--- src/verilog/hybrid_mul_settings.svh ---
`ifndef HYBRID_MUL_SETTINGS_SVH
`define HYBRID_MUL_SETTINGS_SVH

`default_nettype none

// digit grid
`define HM_DIGIT_W      2
`define HM_GRID_N       4

// packed operand fields
`define HM_OPERAND_W    8
`define HM_LANES        2
`define HM_LANE_EXP_W   5
`define HM_EXP_FIELD_W  10

// sum of two 5-bit exponents
`define HM_PP_EXP_W     6

// product widths
`define HM_LANE_MANT_W  8
`define HM_INT_PROD_W   16

// register stages from input to result
`define HM_PIPE_DEPTH   2

`default_nettype wire

`endif

--- src/verilog/num_format_pkg.sv ---
`include "hybrid_mul_settings.svh"
`default_nettype none

package num_format_pkg;

	// codes 2 and 3 are reserved, result is all zero
	typedef enum logic [1:0] {
		PREC_INT8  = 2'd0,
		PREC_FP8   = 2'd1,
		PREC_RSVD2 = 2'd2,
		PREC_RSVD3 = 2'd3
	} prec_mode_e;

	typedef enum logic {
		FMT_E4M3 = 1'b0,
		FMT_E5M2 = 1'b1
	} fp_format_e;

	// lane 1 sits in the upper half of exp and mant
	typedef struct packed {
		logic [`HM_LANES-1:0]       sign;
		logic [`HM_EXP_FIELD_W-1:0] exp;
		logic [`HM_OPERAND_W-1:0]   mant; // int8 value or two lane nibbles
	} operand_t;

	typedef struct packed {
		logic                       sign;
		logic [`HM_PP_EXP_W-1:0]    exp;  // biased sum
		logic [`HM_LANE_MANT_W-1:0] mant; // unnormalized
	} fp_lane_t;

	typedef struct packed {
		logic signed [`HM_INT_PROD_W-1:0] int_prod;
		fp_lane_t [`HM_LANES-1:0]         lane;
	} result_t;

endpackage

`default_nettype wire

--- src/verilog/datapath_pkg.sv ---
`include "hybrid_mul_settings.svh"
`default_nettype none

package datapath_pkg;

	typedef logic [`HM_DIGIT_W-1:0]   digit_t;
	typedef logic [2*`HM_DIGIT_W-1:0] dprod_t; // one digit product

	typedef logic [`HM_INT_PROD_W-1:0]  int_mag_t;
	typedef logic [`HM_LANE_MANT_W-1:0] lane_mant_t;

	// multiplier [r][c] takes a_dig[r][c] and b_dig[r][c]
	typedef digit_t [`HM_GRID_N-1:0][`HM_GRID_N-1:0] digit_arr_t;

	typedef struct packed {
		digit_arr_t                                  a_dig;
		digit_arr_t                                  b_dig;
		logic [`HM_LANES-1:0][`HM_LANE_EXP_W-1:0]    a_exp; // effective, never 0 in fp8
		logic [`HM_LANES-1:0][`HM_LANE_EXP_W-1:0]    b_exp;
		logic [`HM_LANES-1:0]                        a_sign;
		logic [`HM_LANES-1:0]                        b_sign;
		num_format_pkg::prec_mode_e                  mode;
	} digit_grid_t;

	typedef dprod_t [`HM_GRID_N-1:0][`HM_GRID_N-1:0] prod_arr_t;

	// stage 1 register contents
	typedef struct packed {
		prod_arr_t                                   prod;
		logic [`HM_LANES-1:0][`HM_PP_EXP_W-1:0]      exp_sum;
		logic [`HM_LANES-1:0]                        sign;
		logic                                        int_neg;
		num_format_pkg::prec_mode_e                  mode;
	} pp_stage_t;

endpackage

`default_nettype wire

--- src/verilog/operand_unpack.sv ---
`timescale 1ns/1ps
`include "hybrid_mul_settings.svh"
`default_nettype none

module operand_unpack (
	input  num_format_pkg::prec_mode_e prec_mode_i,
	input  num_format_pkg::fp_format_e fp_format_i,
	input  num_format_pkg::operand_t   a_i,
	input  num_format_pkg::operand_t   b_i,
	output datapath_pkg::digit_grid_t  grid_o
);
	import num_format_pkg::*;

	localparam int NIB_W = `HM_OPERAND_W / `HM_LANES;

	logic [`HM_OPERAND_W-1:0] a_mag;
	logic [`HM_OPERAND_W-1:0] b_mag;
	logic [`HM_LANES-1:0][2*`HM_DIGIT_W-1:0] a_sig;
	logic [`HM_LANES-1:0][2*`HM_DIGIT_W-1:0] b_sig;

	// -128 comes out as 128 unsigned
	function automatic logic [`HM_OPERAND_W-1:0] int_mag(input logic [`HM_OPERAND_W-1:0] v);
		if (v[`HM_OPERAND_W-1]) begin
			return ~v + 1'b1;
		end
		return v;
	endfunction

	function automatic logic [2*`HM_DIGIT_W-1:0] fp_sig(
		input fp_format_e               fmt,
		input logic [`HM_LANE_EXP_W-1:0] exp_f,
		input logic [NIB_W-1:0]          nib
	);
		logic hidden;
		hidden = (exp_f != '0);
		if (fmt == FMT_E5M2) begin
			return {1'b0, hidden, nib[1:0]};
		end
		return {hidden, nib[2:0]};
	endfunction

	function automatic logic [`HM_LANE_EXP_W-1:0] eff_exp(input logic [`HM_LANE_EXP_W-1:0] exp_f);
		return (exp_f == '0) ? `HM_LANE_EXP_W'(1) : exp_f; // subnormal
	endfunction

	assign a_mag = int_mag(a_i.mant);
	assign b_mag = int_mag(b_i.mant);

	always_comb begin
		for (int l = 0; l < `HM_LANES; l++) begin
			a_sig[l] = fp_sig(fp_format_i, a_i.exp[l*`HM_LANE_EXP_W +: `HM_LANE_EXP_W],
				a_i.mant[l*NIB_W +: NIB_W]);
			b_sig[l] = fp_sig(fp_format_i, b_i.exp[l*`HM_LANE_EXP_W +: `HM_LANE_EXP_W],
				b_i.mant[l*NIB_W +: NIB_W]);
		end
	end

	always_comb begin
		grid_o = '0;
		grid_o.mode = prec_mode_i;
		case (prec_mode_i)
			PREC_INT8: begin
				// a digits along columns, b digits along rows
				for (int r = 0; r < `HM_GRID_N; r++) begin
					for (int c = 0; c < `HM_GRID_N; c++) begin
						grid_o.a_dig[r][c] = a_mag[c*`HM_DIGIT_W +: `HM_DIGIT_W];
						grid_o.b_dig[r][c] = b_mag[r*`HM_DIGIT_W +: `HM_DIGIT_W];
					end
				end
				grid_o.a_sign[0] = a_i.mant[`HM_OPERAND_W-1];
				grid_o.b_sign[0] = b_i.mant[`HM_OPERAND_W-1];
			end
			PREC_FP8: begin
				for (int l = 0; l < `HM_LANES; l++) begin
					// lane l owns the 2x2 block on the diagonal
					for (int dr = 0; dr < 2; dr++) begin
						for (int dc = 0; dc < 2; dc++) begin
							grid_o.a_dig[2*l+dr][2*l+dc] = a_sig[l][dc*`HM_DIGIT_W +: `HM_DIGIT_W];
							grid_o.b_dig[2*l+dr][2*l+dc] = b_sig[l][dr*`HM_DIGIT_W +: `HM_DIGIT_W];
						end
					end
					grid_o.a_exp[l] = eff_exp(a_i.exp[l*`HM_LANE_EXP_W +: `HM_LANE_EXP_W]);
					grid_o.b_exp[l] = eff_exp(b_i.exp[l*`HM_LANE_EXP_W +: `HM_LANE_EXP_W]);
					grid_o.a_sign[l] = a_i.sign[l];
					grid_o.b_sign[l] = b_i.sign[l];
				end
			end
			default: begin
				// reserved, grid stays zero
			end
		endcase
	end

endmodule

`default_nettype wire

--- src/verilog/partial_product_array.sv ---
`timescale 1ns/1ps
`include "hybrid_mul_settings.svh"
`default_nettype none

module partial_product_array (
	input  logic                       clk,
	input  logic                       reset_i,
	input  logic                       valid_i,
	input  datapath_pkg::digit_grid_t  grid_i,
	output logic                       valid_o,
	output datapath_pkg::pp_stage_t    pp_o
);
	import num_format_pkg::*;
	import datapath_pkg::*;

	prod_arr_t prod;
	pp_stage_t pp_d;

	genvar r, c;
	generate
		for (r = 0; r < `HM_GRID_N; r++) begin : g_row
			for (c = 0; c < `HM_GRID_N; c++) begin : g_col
				// operands widen to 4 bits before the multiply
				assign prod[r][c] = grid_i.a_dig[r][c] * grid_i.b_dig[r][c];
			end
		end
	endgenerate

	always_comb begin
		pp_d.prod = prod;
		for (int l = 0; l < `HM_LANES; l++) begin
			pp_d.exp_sum[l] = {1'b0, grid_i.a_exp[l]} + {1'b0, grid_i.b_exp[l]}; // bias kept
			pp_d.sign[l] = grid_i.a_sign[l] ^ grid_i.b_sign[l];
		end
		// int8 signs ride in lane 0
		pp_d.int_neg = (grid_i.mode == PREC_INT8) && (grid_i.a_sign[0] ^ grid_i.b_sign[0]);
		pp_d.mode = grid_i.mode;
	end

	always_ff @(posedge clk) begin
		if (reset_i) begin
			valid_o <= 1'b0;
		end else begin
			valid_o <= valid_i;
		end
	end

	always_ff @(posedge clk) begin
		pp_o <= pp_d; // loads every cycle
	end

endmodule

`default_nettype wire

--- src/verilog/product_combiner.sv ---
`timescale 1ns/1ps
`include "hybrid_mul_settings.svh"
`default_nettype none

module product_combiner (
	input  logic                       clk,
	input  logic                       reset_i,
	input  logic                       valid_i,
	input  datapath_pkg::pp_stage_t    pp_i,
	output logic                       valid_o,
	output num_format_pkg::result_t    result_o
);
	import num_format_pkg::*;
	import datapath_pkg::*;

	int_mag_t                    int_mag;
	lane_mant_t [`HM_LANES-1:0]  lane_mant;
	result_t                     result_d;

	// full grid, weight 4^(r+c)
	always_comb begin
		int_mag = '0;
		for (int r = 0; r < `HM_GRID_N; r++) begin
			for (int c = 0; c < `HM_GRID_N; c++) begin
				int_mag = int_mag + (int_mag_t'(pp_i.prod[r][c]) << (`HM_DIGIT_W*(r+c)));
			end
		end
	end

	// diagonal blocks only
	always_comb begin
		lane_mant = '0;
		for (int l = 0; l < `HM_LANES; l++) begin
			for (int dr = 0; dr < 2; dr++) begin
				for (int dc = 0; dc < 2; dc++) begin
					lane_mant[l] = lane_mant[l]
						+ (lane_mant_t'(pp_i.prod[2*l+dr][2*l+dc]) << (`HM_DIGIT_W*(dr+dc)));
				end
			end
		end
	end

	always_comb begin
		result_d = '0;
		case (pp_i.mode)
			PREC_INT8: begin
				result_d.int_prod = pp_i.int_neg ? (~int_mag + 1'b1) : int_mag;
			end
			PREC_FP8: begin
				for (int l = 0; l < `HM_LANES; l++) begin
					result_d.lane[l].sign = pp_i.sign[l];
					result_d.lane[l].exp  = pp_i.exp_sum[l];
					result_d.lane[l].mant = lane_mant[l];
				end
			end
			default: begin
				// reserved modes give zero
			end
		endcase
	end

	always_ff @(posedge clk) begin
		if (reset_i) begin
			valid_o  <= 1'b0;
			result_o <= '0;
		end else begin
			valid_o  <= valid_i;
			result_o <= result_d;
		end
	end

endmodule

`default_nettype wire

--- src/verilog/hybrid_mul_top.sv ---
`timescale 1ns/1ps
`default_nettype none

module hybrid_mul_top (
	input  logic                        clk,
	input  logic                        reset_i,
	input  logic                        in_valid_i,
	input  num_format_pkg::prec_mode_e  prec_mode_i,
	input  num_format_pkg::fp_format_e  fp_format_i,
	input  num_format_pkg::operand_t    a_i,
	input  num_format_pkg::operand_t    b_i,
	output logic                        out_valid_o,
	output num_format_pkg::result_t     result_o
);
	import datapath_pkg::*;

	digit_grid_t grid;
	pp_stage_t   pp;
	logic        pp_valid;

	operand_unpack operand_unpack_inst (
		.prec_mode_i (prec_mode_i),
		.fp_format_i (fp_format_i),
		.a_i         (a_i),
		.b_i         (b_i),
		.grid_o      (grid)
	);

	// stage 1
	partial_product_array partial_product_array_inst (
		.clk     (clk),
		.reset_i (reset_i),
		.valid_i (in_valid_i),
		.grid_i  (grid),
		.valid_o (pp_valid),
		.pp_o    (pp)
	);

	// stage 2
	product_combiner product_combiner_inst (
		.clk      (clk),
		.reset_i  (reset_i),
		.valid_i  (pp_valid),
		.pp_i     (pp),
		.valid_o  (out_valid_o),
		.result_o (result_o)
	);

endmodule

`default_nettype wire

--- config.mk ---
export PLATFORM = sky130hd
export DESIGN_NAME = hybrid_mul_top
export DESIGN_NICKNAME = d
export VERILOG_FILES = /design/src/verilog/num_format_pkg.sv /design/src/verilog/datapath_pkg.sv /design/src/verilog/operand_unpack.sv /design/src/verilog/partial_product_array.sv /design/src/verilog/product_combiner.sv /design/src/verilog/hybrid_mul_top.sv
export VERILOG_INCLUDE_DIRS = /design/src /design/src/verilog
export SDC_FILE = /design/constraint.sdc
export NUM_CORES = 1
export LEC_CHECK = 0
export ABC_AREA = 1
export BUFFER_PORTS_ARGS = -buffer_cell sky130_fd_sc_hd__buf_4
export CELL_PAD_IN_SITES_DETAIL_PLACEMENT = 1
export CELL_PAD_IN_SITES_GLOBAL_PLACEMENT = 2
export CORE_MARGIN = 3
export CORE_UTILIZATION = 38
export DETAILED_ROUTE_END_ITERATION = 8
export PLACE_DENSITY = 0.9
export SLEW_MARGIN = 10
export SYNTH_ARGS = -nofsm -noshare
export SYNTH_HDL_FRONTEND = slang
export SYNTH_SLANG_ARGS = --single-unit
--- constraint.sdc ---
create_clock -name clk -period 7.38 [get_ports clk]
set_input_delay 0.738 -clock clk [delete_from_list [all_inputs] [get_ports clk]]
set_output_delay 0.738 -clock clk [all_outputs]
set_load 0.005 [all_outputs]
# Word level (Yosys, flattened, before mapping)
# Index checks and enable logic that the tools add are counted.
totals:
  register_bits: 129
  latch_bits: 0
  ramBits: 0
  romBits: 0
  inputBits: 46
  out_inout_bits: 47
  elab_cells: 130
  mem_count: 0
op_classes:
  add_sub_neg: 26
  mul: 16
  n_div: 0
  n_lt_le_gt_ge: 0
  n_eq_ne: 2
  n_shift: 0
  muxes: 36
  bitwise_logic: 7
  reduce_logical: 13
ops:
  columns: ["operator", "count"]
  rows:
  - ["$add 16x10->16", 4]
  - ["$mul 2x2->4", 16]
  - ["$add 16x12->16", 3]
  - ["$add 16x8->16", 3]
  - ["$mux 4", 12]
  - ["$mux 8", 6]
  - ["$pmux 4 s2", 5]
  - ["$add 16x14->16", 2]
  - ["$add 4x6->7", 3]
  - ["$mux 21", 1]
  - ["$logic_not 5->1", 4]
  - ["$mux 5", 4]
  - ["$reduce_bool 5->1", 4]
  - ["$add 16x1->16 const B", 1]
  - ["$add 16x16->16", 1]
  - ["$add 16x6->16", 1]
  - ["$add 8x1->8 const B", 2]
  - ["$add 8x8->8", 2]
  - ["$mux 16", 1]
  - ["$not 16->16", 1]
  - ["$not 8->8", 2]
  - ["$pmux 8 s2", 1]
  - ["$add 5x5->6", 2]
  - ["$add 7x6->8", 1]
  - ["9 further kinds", 18]

# Depth between registers and ports, before layout
# Gate-level depths: netlist of run 1.
depth:
  ltp_word: 18
  depth_mapped: 27
  mapped_depth_nobuf: 27

# Hierarchy
# Synthesis of run 1 repeated with hierarchy kept, for this count alone.
unflattened:
  cells_unflattened: 1018
  hier_area_um2: 7965.1
by_module_without_submodules:
  columns: ["module", "instances", "cells_each", "area_per_inst_um2", "seq_area_each_um2"]
  rows:
  - ["product_combiner", 1, 478, 3910.0, 940.9]
  - ["partial_product_array", 1, 311, 2956.6, 1641.6]
  - ["operand_unpack", 1, 229, 1098.6, 0.0]

# Worst setup path after synthesis of run 1
# OpenSTA, ideal clock, no wires.
synth_path:
  path_type: "flip-flop to flip-flop"
  from: "reg partial_product_array_inst.pp_o[20] (netlist name)"
  to: "reg product_combiner_inst.result_o[43] (netlist name)"
  setup_time_ns: 0.116
  arrival_time_ns: 4.410
  required_ns: 7.264
  slack_ns: 2.854
  stages_incl_launch_ff: 24
  path_buffers: 0
  period_less_slack_ns: 4.526
  path_cell_list: "dfxtp_1 -> ha_1 -> nand2_1 -> inv_1 -> o21ai_0 -> xor2_1 -> inv_1 -> fa_1 -> inv_1 -> fa_1 -> fa_1 -> fa_1 -> fa_1 -> inv_1 -> nand2_1 -> nand2_1 -> nand3_1 -> nand2_1 -> nand2_1 -> nor2_1 -> nand3_1 -> nand2_1 -> and2_1 -> nor2_1"
synth_between:
  elab_chain_len: 18
synth_lines:
  columns: ["element", "line_no", "rtl"]
  rows:
  - ["start, declared", "partial_product_array.sv:11", "output datapath_pkg::pp_stage_t pp_o"]
  - ["start signal, assigned", "partial_product_array.sv:49", "pp_o <= pp_d;"]
  - ["$add 4x6->7 (*)", "product_combiner.sv:25", "int_mag = int_mag + (int_mag_t'(pp_i.prod[r][c]) << (`HM_DIGIT_W*(r+c)));"]
  - ["$add 16x8->16 (*)", "product_combiner.sv:25", null]
  - ["$add 16x10->16 (*)", "product_combiner.sv:25", null]
  - ["$add 16x6->16 (*)", "product_combiner.sv:25", null]
  - ["$add 16x8->16 (*)", "product_combiner.sv:25", null]
  - ["$add 16x10->16 (*)", "product_combiner.sv:25", null]
  - ["$add 16x12->16 (*)", "product_combiner.sv:25", null]
  - ["$add 16x8->16 (*)", "product_combiner.sv:25", null]
  - ["[... 2 more ...]", null, null]
  - ["$add 16x14->16 (*)", "product_combiner.sv:25", null]
  - ["$add 16x10->16 (*)", "product_combiner.sv:25", null]
  - ["$add 16x12->16 (*)", "product_combiner.sv:25", null]
  - ["$add 16x14->16 (*)", "product_combiner.sv:25", null]
  - ["$add 16x16->16 (*)", "product_combiner.sv:25", null]
  - ["$not 16->16", "product_combiner.sv:47", "result_d.int_prod = pp_i.int_neg ? (~int_mag + 1'b1) : int_mag;"]
  - ["$add 16x1->16", "product_combiner.sv:47", null]
  - ["$mux 16 (*)", "product_combiner.sv:47", null]
# Every way passes the cells marked *; elsewhere a longest branch is shown, timed or not.
# A chain may end at the register's enable or synchronous reset.

# Worst setup path after layout of run 1
layout_path:
  from: "reg partial_product_array_inst.pp_o[20] (netlist name)"
  to: "reg product_combiner_inst.result_o[45] (netlist name)"
layout_between:
  elab_chain_len: 18
layout_lines:
  columns: ["element", "line_no"]
  rows:
  - ["$add 4x6->7 (*)", "product_combiner.sv:25"]
  - ["$add 16x8->16 (*)", "product_combiner.sv:25"]
  - ["$add 16x10->16 (*)", "product_combiner.sv:25"]
  - ["$add 16x6->16 (*)", "product_combiner.sv:25"]
  - ["$add 16x8->16 (*)", "product_combiner.sv:25"]
  - ["$add 16x10->16 (*)", "product_combiner.sv:25"]
  - ["$add 16x12->16 (*)", "product_combiner.sv:25"]
  - ["$add 16x8->16 (*)", "product_combiner.sv:25"]
  - ["[... 2 more ...]", null]
  - ["$add 16x14->16 (*)", "product_combiner.sv:25"]
  - ["$add 16x10->16 (*)", "product_combiner.sv:25"]
  - ["$add 16x12->16 (*)", "product_combiner.sv:25"]
  - ["$add 16x14->16 (*)", "product_combiner.sv:25"]
  - ["$add 16x16->16 (*)", "product_combiner.sv:25"]
  - ["$not 16->16", "product_combiner.sv:47"]
  - ["$add 16x1->16", "product_combiner.sv:47"]
  - ["$mux 16 (*)", "product_combiner.sv:47"]
# Marked as above.

==> flow_summary_export.csv, run 1 <==
group,metric,value,unit
synthesis,yosysSeqAreaShare,0.3587,
timing,tns,0,ns
cts,cts_buffer_depth,2,
place,routabilityCongestion,0.7790,
timing,setup_viol,0,
worst_setup_path,required,7.69,ns
worst_setup_path,r2r_cells,24,
synthesis,synth_top_family_by_area,"adder cells",
synthesis,ys.flop_type,"dfxtp_1",
timing,maxSlewHeadroom,0.4925,
cts,cts_buffers,17,
synthesis,synthArstFlopShare,0,
synthesis,yosysTopAreaCell,"dfxtp_1",
place,place_hpwl,13480,um
floorplan,die-area,20630,um2
flow_run,maxCapViolCount,0,
detailed_routing,drc,0,
floorplan,ios,93,
timing,rsz0062_at_grt,"false",
synthesis,synth_cell_types,45,
synthesis,synth_mux_area_frac,0,
synthesis,synthesis.area,7199,um2
floorplan,rows,49,
worst_setup_path,reg2reg_setup_slack,2.52,ns
grt,antenna_found_initial,1,
detailed_routing,first_pass_iters,4,
floorplan,dieHeight,143.6,um
detailed_routing,drtIter0Drc,179,
cts,post_cts_buffers,0,
detailed_routing,ant_nets,0,
synthesis,synth-compound-area-share,0.06482,
timing,fin_crit,4.865,ns
detailed_routing,drt_wl_total,17060,um
finish,drive_gt1_frac,0.1568,
power,p_leak,4.696,nW
worst_setup_path,critPathKind,"flop to flop",
power,vdd_drop_max,159.7,uV
detailed_routing,num_vias,5508,
cts,cts_tree,"built",
floorplan,start_util,0.3941,
grt,grt_pass1_wl,27950,um
timing,worst_pin_slew,0.7612,ns
detailed_routing,wl_per_cell,14.31,um
finish,antennaDiodeCount,0,
grt,grt_usage,0.1724,
timing,skew,0.009131,ns
status,status,"completed",
synthesis,yosysWarnings,0,
finish,regArea,2582,um2
synthesis,synthAdderAreaFrac,0.2739,
hold_path,min_path_type,"flop to flop",
synthesis,synth_edf_count,0,
floorplan,design.core.area,18270,um2
worst_setup_path,r2r-end,"product_combiner_inst.result_o[45]",
cts,clk-insertion-delay-late,0.42,ns
hold_path,holdCritStartpoint,"partial_product_array_inst.pp_o[13]",
hold_path,min_to,"product_combiner_inst.result_o[25]",
synthesis,synthXorXnorAreaFrac,0.01825,
synthesis,netlist.area_leader.share,0.3587,
floorplan,dieWidth,143.6,um
synthesis,synth_area_leaders,"dfxtp_1 36%, ha_1 15%, fa_1 13%",
place,port_buffers,92,
finish,final_util,0.4804,
cts,path_clk_slew,0.06,ns
cts,ctsHoldBuffers,0,
cts,cts.repair.resized,0,
synthesis,syn_nets,1022,
synthesis,syn_area_per_cell,8.510,um2
finish,nNetsFinal,1126,
worst_setup_path,critPathArrivalTime,5.18,ns
finish,areaGrowthSynthToFinish,21.92,%
cts,cts.sinks,129,
timing,finalCritPeriodShare,0.6592,
timing,slew_violations,0,
cts,clockRootBuffer,"clkbuf_16",
worst_setup_path,critPathLaunchType,"flop",
grt,grt_pass1_vias,5764,
finish,multiInputGateArea,3895,um2
synthesis,syn_inst,846,
worst_setup_path,crit_fanout,4,
power,p_per_area,211.5,nW/um2
grt,grt_start_max_net_pins,31,
finish,fillers,2181,
worst_setup_path,crit_path_end_kind,"flop",
grt,grt-ovfl-total,0,
worst_setup_path,rr_startpoint,"partial_product_array_inst.pp_o[20]",
timing,hold_viol,0,
timing,max_freq,205.6,MHz
detailed_routing,via_per_inst,4.621,
hold_path,min_path_cells,2,
synthesis,synthSimpleGateAreaFrac,0.1840,
cts,ctsHtreeMaxLevel,4,
synthesis,synth.ff_latch_count,129,
logic make-up (layout without fill, tap and decap cells):
logic type	after synthesis	after routing
simple gates	300	300
fa+ha+maj	130	130
buf+inv	190	307
flops	129	129
xor+xnor	15	15
compound gates	82	82
registers in the layout, indices dropped and copies added, names as in the netlist:
name / count
partial_product_array_inst.pp_o: 81
product_combiner_inst.result_o: 46
product_combiner_inst.valid_o: 1
partial_product_array_inst.valid_o: 1
per-layer routing:
metal  GRT usage  vias to the layer above  wire length [um]
li1            -                     2829                 -
met1      0.2254                     2570              8001
met2      0.2912                       92              8246
met3     0.03627                       17               606
met4     0.04559                        0               206
met5           0                        -                 0
worst max-delay path by stage:
stage,startpoint,endpoint,cells past startpoint
after floorplan,partial_product_array_inst.pp_o[20],product_combiner_inst.result_o[43],23
after global placement,partial_product_array_inst.pp_o[20],product_combiner_inst.result_o[45],27
after detailed placement,partial_product_array_inst.pp_o[20],product_combiner_inst.result_o[45],24
after CTS,partial_product_array_inst.pp_o[20],product_combiner_inst.result_o[45],24
after global routing,partial_product_array_inst.pp_o[20],product_combiner_inst.result_o[43],25
final,partial_product_array_inst.pp_o[20],product_combiner_inst.result_o[45],24
final cells by class:
type,instances,share of cell area
multi-input combinational,527,0.4438
sequential,129,0.2942
clock inverter,14,0.02281
clock buffer,18,0.04890
timing repair buffer,93,0.07954
tap,229,0.03264
inverter,182,0.07812
worst max-delay path: stages (launching register included):
cell and delay [ns]:
dfxtp_1 0.33, ha_1 0.29, nand2_1 0.07, inv_1 0.03, o21ai_0 0.18, xor2_1 0.28
inv_1 0.10, fa_1 0.54, inv_1 0.06, fa_1 0.44, fa_1 0.44, fa_1 0.52
fa_1 0.46, inv_1 0.09, nand2_1 0.07, nand2_1 0.11, nand3_1 0.08, nand2_1 0.13
nand2_1 0.08, nor2_1 0.09, nand3_1 0.07, nand2_1 0.11, nand3_1 0.08, nand2_1 0.06
nor2_1 0.04
through the flow:
step | std cells | worst slack [ns] | power [mW] | instance area [um2] | hold WS (ns)
detailed placement | 1160 | 2.471 | 0.9765 | 8148 | 0.4006
global route | 1192 | 2.141 | 1.951 | 8777 | 0.4185
global placement | 1160 | 2.604 | 0.9701 | 8148 | 0.3926
finish | 1192 | 2.515 | 1.857 | 8777 | 0.4063
floorplan | 846 | 2.854 | 0.8944 | 7199 | 0.3883
CTS | 1192 | 2.445 | 1.881 | 8777 | 0.4067
cell usage after synthesis, drive strengths merged (3+ instances only):
| master | instances |
|---|---|
| inv | 181 |
| dfxtp | 129 |
| nor2 | 118 |
| nand2 | 108 |
| ha | 84 |
| fa | 46 |
| a21oi | 45 |
| nand3 | 31 |
| nor3 | 24 |
| o21ai | 24 |
| xnor2 | 8 |
| xor2 | 7 |
| and2 | 6 |
| clkbuf | 6 |
| o21a | 4 |
| nor3b | 3 |
| o21bai | 3 |
layout by cell type (no fill, tap or decap), types with 2 or more instances in the layout:
master,netlist,layout
nor3_2,2,2
a22oi_1,2,2
clkinvlp_4,0,3
o21ai_1,3,3
ha_1,84,84
nor2_4,2,2
nor3b_1,3,3
nand3b_1,2,2
inv_2,7,7
xor2_1,7,7
o21ai_0,18,18
nand2_1,105,105
bufinv_16,0,4
fa_1,46,46
o21ai_2,3,3
o21a_1,4,4
nand4_1,2,2
nand2_2,3,3
and2_1,6,6
clkinv_4,0,2
nand3_1,30,30
o21bai_1,3,3
nor3_1,21,21
inv_6,0,4
buf_4,1,93
inv_1,173,173
xnor2_1,8,8
clkbuf_16,0,17
nor2_1,114,114
dfxtp_1,129,129
a21oi_1,44,44
o211ai_2,2,2
where the power goes:
group | switching (mW) | internal (mW) | leakage [nW] | total [mW]
clock | 0.326 | 0.569 | 0.298 | 0.895
sequential | 0.0107 | 0.720 | 1.05 | 0.730
combinational | 0.142 | 0.0896 | 3.35 | 0.231
total | 0.478 | 1.38 | 4.70 | 1.86
Power figures use the tool's default switching activity.
==> run 2: changes to the inputs <==
--- a/config.mk
+++ b/config.mk
@@ -11,9 +11,9 @@
 export CELL_PAD_IN_SITES_DETAIL_PLACEMENT = 1
 export CELL_PAD_IN_SITES_GLOBAL_PLACEMENT = 2
 export CORE_MARGIN = 3
-export CORE_UTILIZATION = 38
+export CORE_UTILIZATION = 35
 export DETAILED_ROUTE_END_ITERATION = 8
-export PLACE_DENSITY = 0.9
+export PLACE_DENSITY = 0.84
 export SLEW_MARGIN = 10
 export SYNTH_ARGS = -nofsm -noshare
 export SYNTH_HDL_FRONTEND = slang
==> constraint.sdc (replaced) <==
create_clock -name clk -period 4.6 [get_ports clk]
set_input_delay 0.46 -clock clk [delete_from_list [all_inputs] [get_ports clk]]
set_output_delay 0.46 -clock clk [all_outputs]
set_load 0.005 [all_outputs]
==> flow_summary_export.csv, run 2 (synthesized netlist as in run 1, its figures left out) <==
group,metric,value,unit
power,p_per_area,331.1,nW/um2
worst_setup_path,reg2reg_setup_slack,0.14,ns
cts,clk-insertion-delay-late,0.42,ns
finish,drive_gt1_frac,0.2037,
cts,ctsHtreeMaxLevel,4,
floorplan,ios,93,
place,port_buffers,92,
cts,cts_tree,"built",
floorplan,rows,51,
grt,antenna_found_initial,0,
worst_setup_path,required,4.91,ns
hold_path,min_path_type,"primary input to flop",
flow_run,maxCapViolCount,0,
timing,worst_pin_slew,0.7708,ns
detailed_routing,first_pass_iters,4,
timing,setup_viol,0,
floorplan,start_util,0.3628,
worst_setup_path,crit_path_end_kind,"flop",
timing,slew_violations,0,
detailed_routing,num_vias,5559,
grt,grt-ovfl-total,0,
finish,antennaDiodeCount,0,
floorplan,die-area,22330,um2
finish,nNetsFinal,1140,
timing,hold_viol,0,
place,place_hpwl,13490,um
cts,cts.sinks,129,
floorplan,design.core.area,19850,um2
grt,grt_start_max_net_pins,31,
place,place_area,8275,um2
hold_path,holdCritStartpoint,"prec_mode_i[0]",
worst_setup_path,rr_startpoint,"partial_product_array_inst.pp_o[20]",
floorplan,dieWidth,149.4,um
timing,fin_crit,4.456,ns
grt,grt_pass1_wl,28610,um
finish,regMostFlops,"partial_product_array_inst.pp_o",
detailed_routing,drtIter0Drc,106,
detailed_routing,drc,0,
worst_setup_path,r2r-end,"product_combiner_inst.result_o[43]",
power,vdd_drop_max,249.3,uV
hold_path,min_to,"partial_product_array_inst.pp_o[0]",
detailed_routing,wl_per_cell,13.84,um
finish,largest_register_ffs,81,
timing,tns,0,ns
finish,final_cell_area,9049,um2
power,p_leak,4.771,nW
cts,clockRootBuffer,"clkbuf_16",
cts,cts_buffers,17,
finish,final_cell_mix,"167 x inv_1, 127 x dfxtp_1, 113 x nor2_1",
cts,path_clk_slew,0.06,ns
worst_setup_path,critPathArrivalTime,4.76,ns
status,status,"completed",
finish,reg.largest.list,"partial_product_array_inst.pp_o (81), product_combiner_inst.result_o (46)",
power,total_power,2.996,mW
worst_setup_path,critPathLaunchType,"flop",
worst_setup_path,critPathKind,"flop to flop",
worst_setup_path,crit_path_start,"partial_product_array_inst.pp_o[20]",
grt,grt_usage,0.1630,
detailed_routing,drt_wl_total,17190,um
timing,rsz0062_at_grt,"true",
cts,cts_buffer_depth,2,
grt,grt_pass1_vias,5960,
timing,max_freq,224.4,MHz
place,routabilityCongestion,0.7770,
worst_setup_path,r2r_cells,23,
timing,finalCritPeriodShare,0.9686,
floorplan,dieHeight,149.4,um
timing,maxSlewHeadroom,0.4862,
detailed_routing,via_per_inst,4.476,
finish,fillers,2375,
worst_setup_path,crit_fanout,4,
hold_path,min_path_cells,1,
timing,skew,0.007426,ns
finish,areaGrowthSynthToFinish,25.69,%
finish,final_common_cell,"inv_1",
detailed_routing,ant_nets,0,
-- run 2: changes by cell type in the layout (fill, tap and decap cells not counted), sizes merged --
cell,before,now
inv,185,184
bufinv,4,3
buf,93,107
clkbuf,18,21
clkinv,4,3
-- run 2: where the power goes --
part           total [mW]  switching, mW  internal [mW]
registers            1.17         0.0181           1.15
clock network        1.42          0.511          0.913
logic               0.399          0.234          0.166
-- run 2: worst max path at each step --
| stage | endpoint | slack [ns] | cells past startpoint |
|---|---|---|---|
| floorplan | product_combiner_inst.result_o[43] | 0.07 | 23 |
| detailed placement | product_combiner_inst.result_o[45] | -0.18 | 27 |
| global route | product_combiner_inst.result_o[45] | -0.09 | 24 |
| finish | product_combiner_inst.result_o[43] | 0.14 | 23 |
| CTS | product_combiner_inst.result_o[44] | 0.02 | 24 |
| global placement | product_combiner_inst.result_o[45] | -0.02 | 24 |
-- run 2: cell type report --
type                    instances  area, um2  area share
clock buffers                  21      480.5     0.05310
clock inverters                11      148.9     0.01645
inverters                     182      685.7     0.07577
multi-input cells             527       4014      0.4436
flip-flops and latches        129       2585      0.2857
well taps                     265      331.6     0.03664
repair buffers                107      803.3     0.08877
-- run 2: metal layers --
metal	global-route usage	up-vias	wire length (um)
met5	0	-	0
met4	0.04760	0	179
met3	0.03695	12	498
met2	0.2740	83	8303
met1	0.2105	2610	8212
li1	-	2854	-
-- run 2: critical path: stages (launching register included) --
cell	delay, ns
dfxtp_2	0.34
ha_4	0.23
nand2_2	0.05
inv_2	0.05
o21ai_4	0.16
xor2_2	0.20
inv_2	0.06
fa_1	0.51
inv_2	0.04
fa_2	0.57
fa_1	0.40
inv_1	0.07
ha_2	0.18
ha_4	0.13
inv_2	0.03
fa_2	0.54
inv_2	0.05
nor3_4	0.18
nand2_1	0.09
nor2_1	0.09
nand3_1	0.09
nand2_2	0.10
and2_4	0.15
nor2_2	0.03
-- run 2: what timing repair did --
item                                   CTS  global route
endpoints found under the hold margin    0             0
gates cloned                             0             0
gates resized for setup                 14            24
setup buffers                            3             0
pin swaps                               16            24
hold buffers                             0             0
setup endpoints to repair                8             8
-- run 2: metrics by stage --
step	hold slack [ns]	setup slack, ns	util	instances
floorplan	0.3883	0.07387	-	846
global placement	0.3919	-0.02338	0.4170	1207
detailed placement	0.4005	-0.1784	0.4170	1207
CTS	0.1627	0.01750	0.4519	1242
global route	0.1621	-0.08765	0.4560	1242
finish	0.1858	0.1444	0.4560	1242
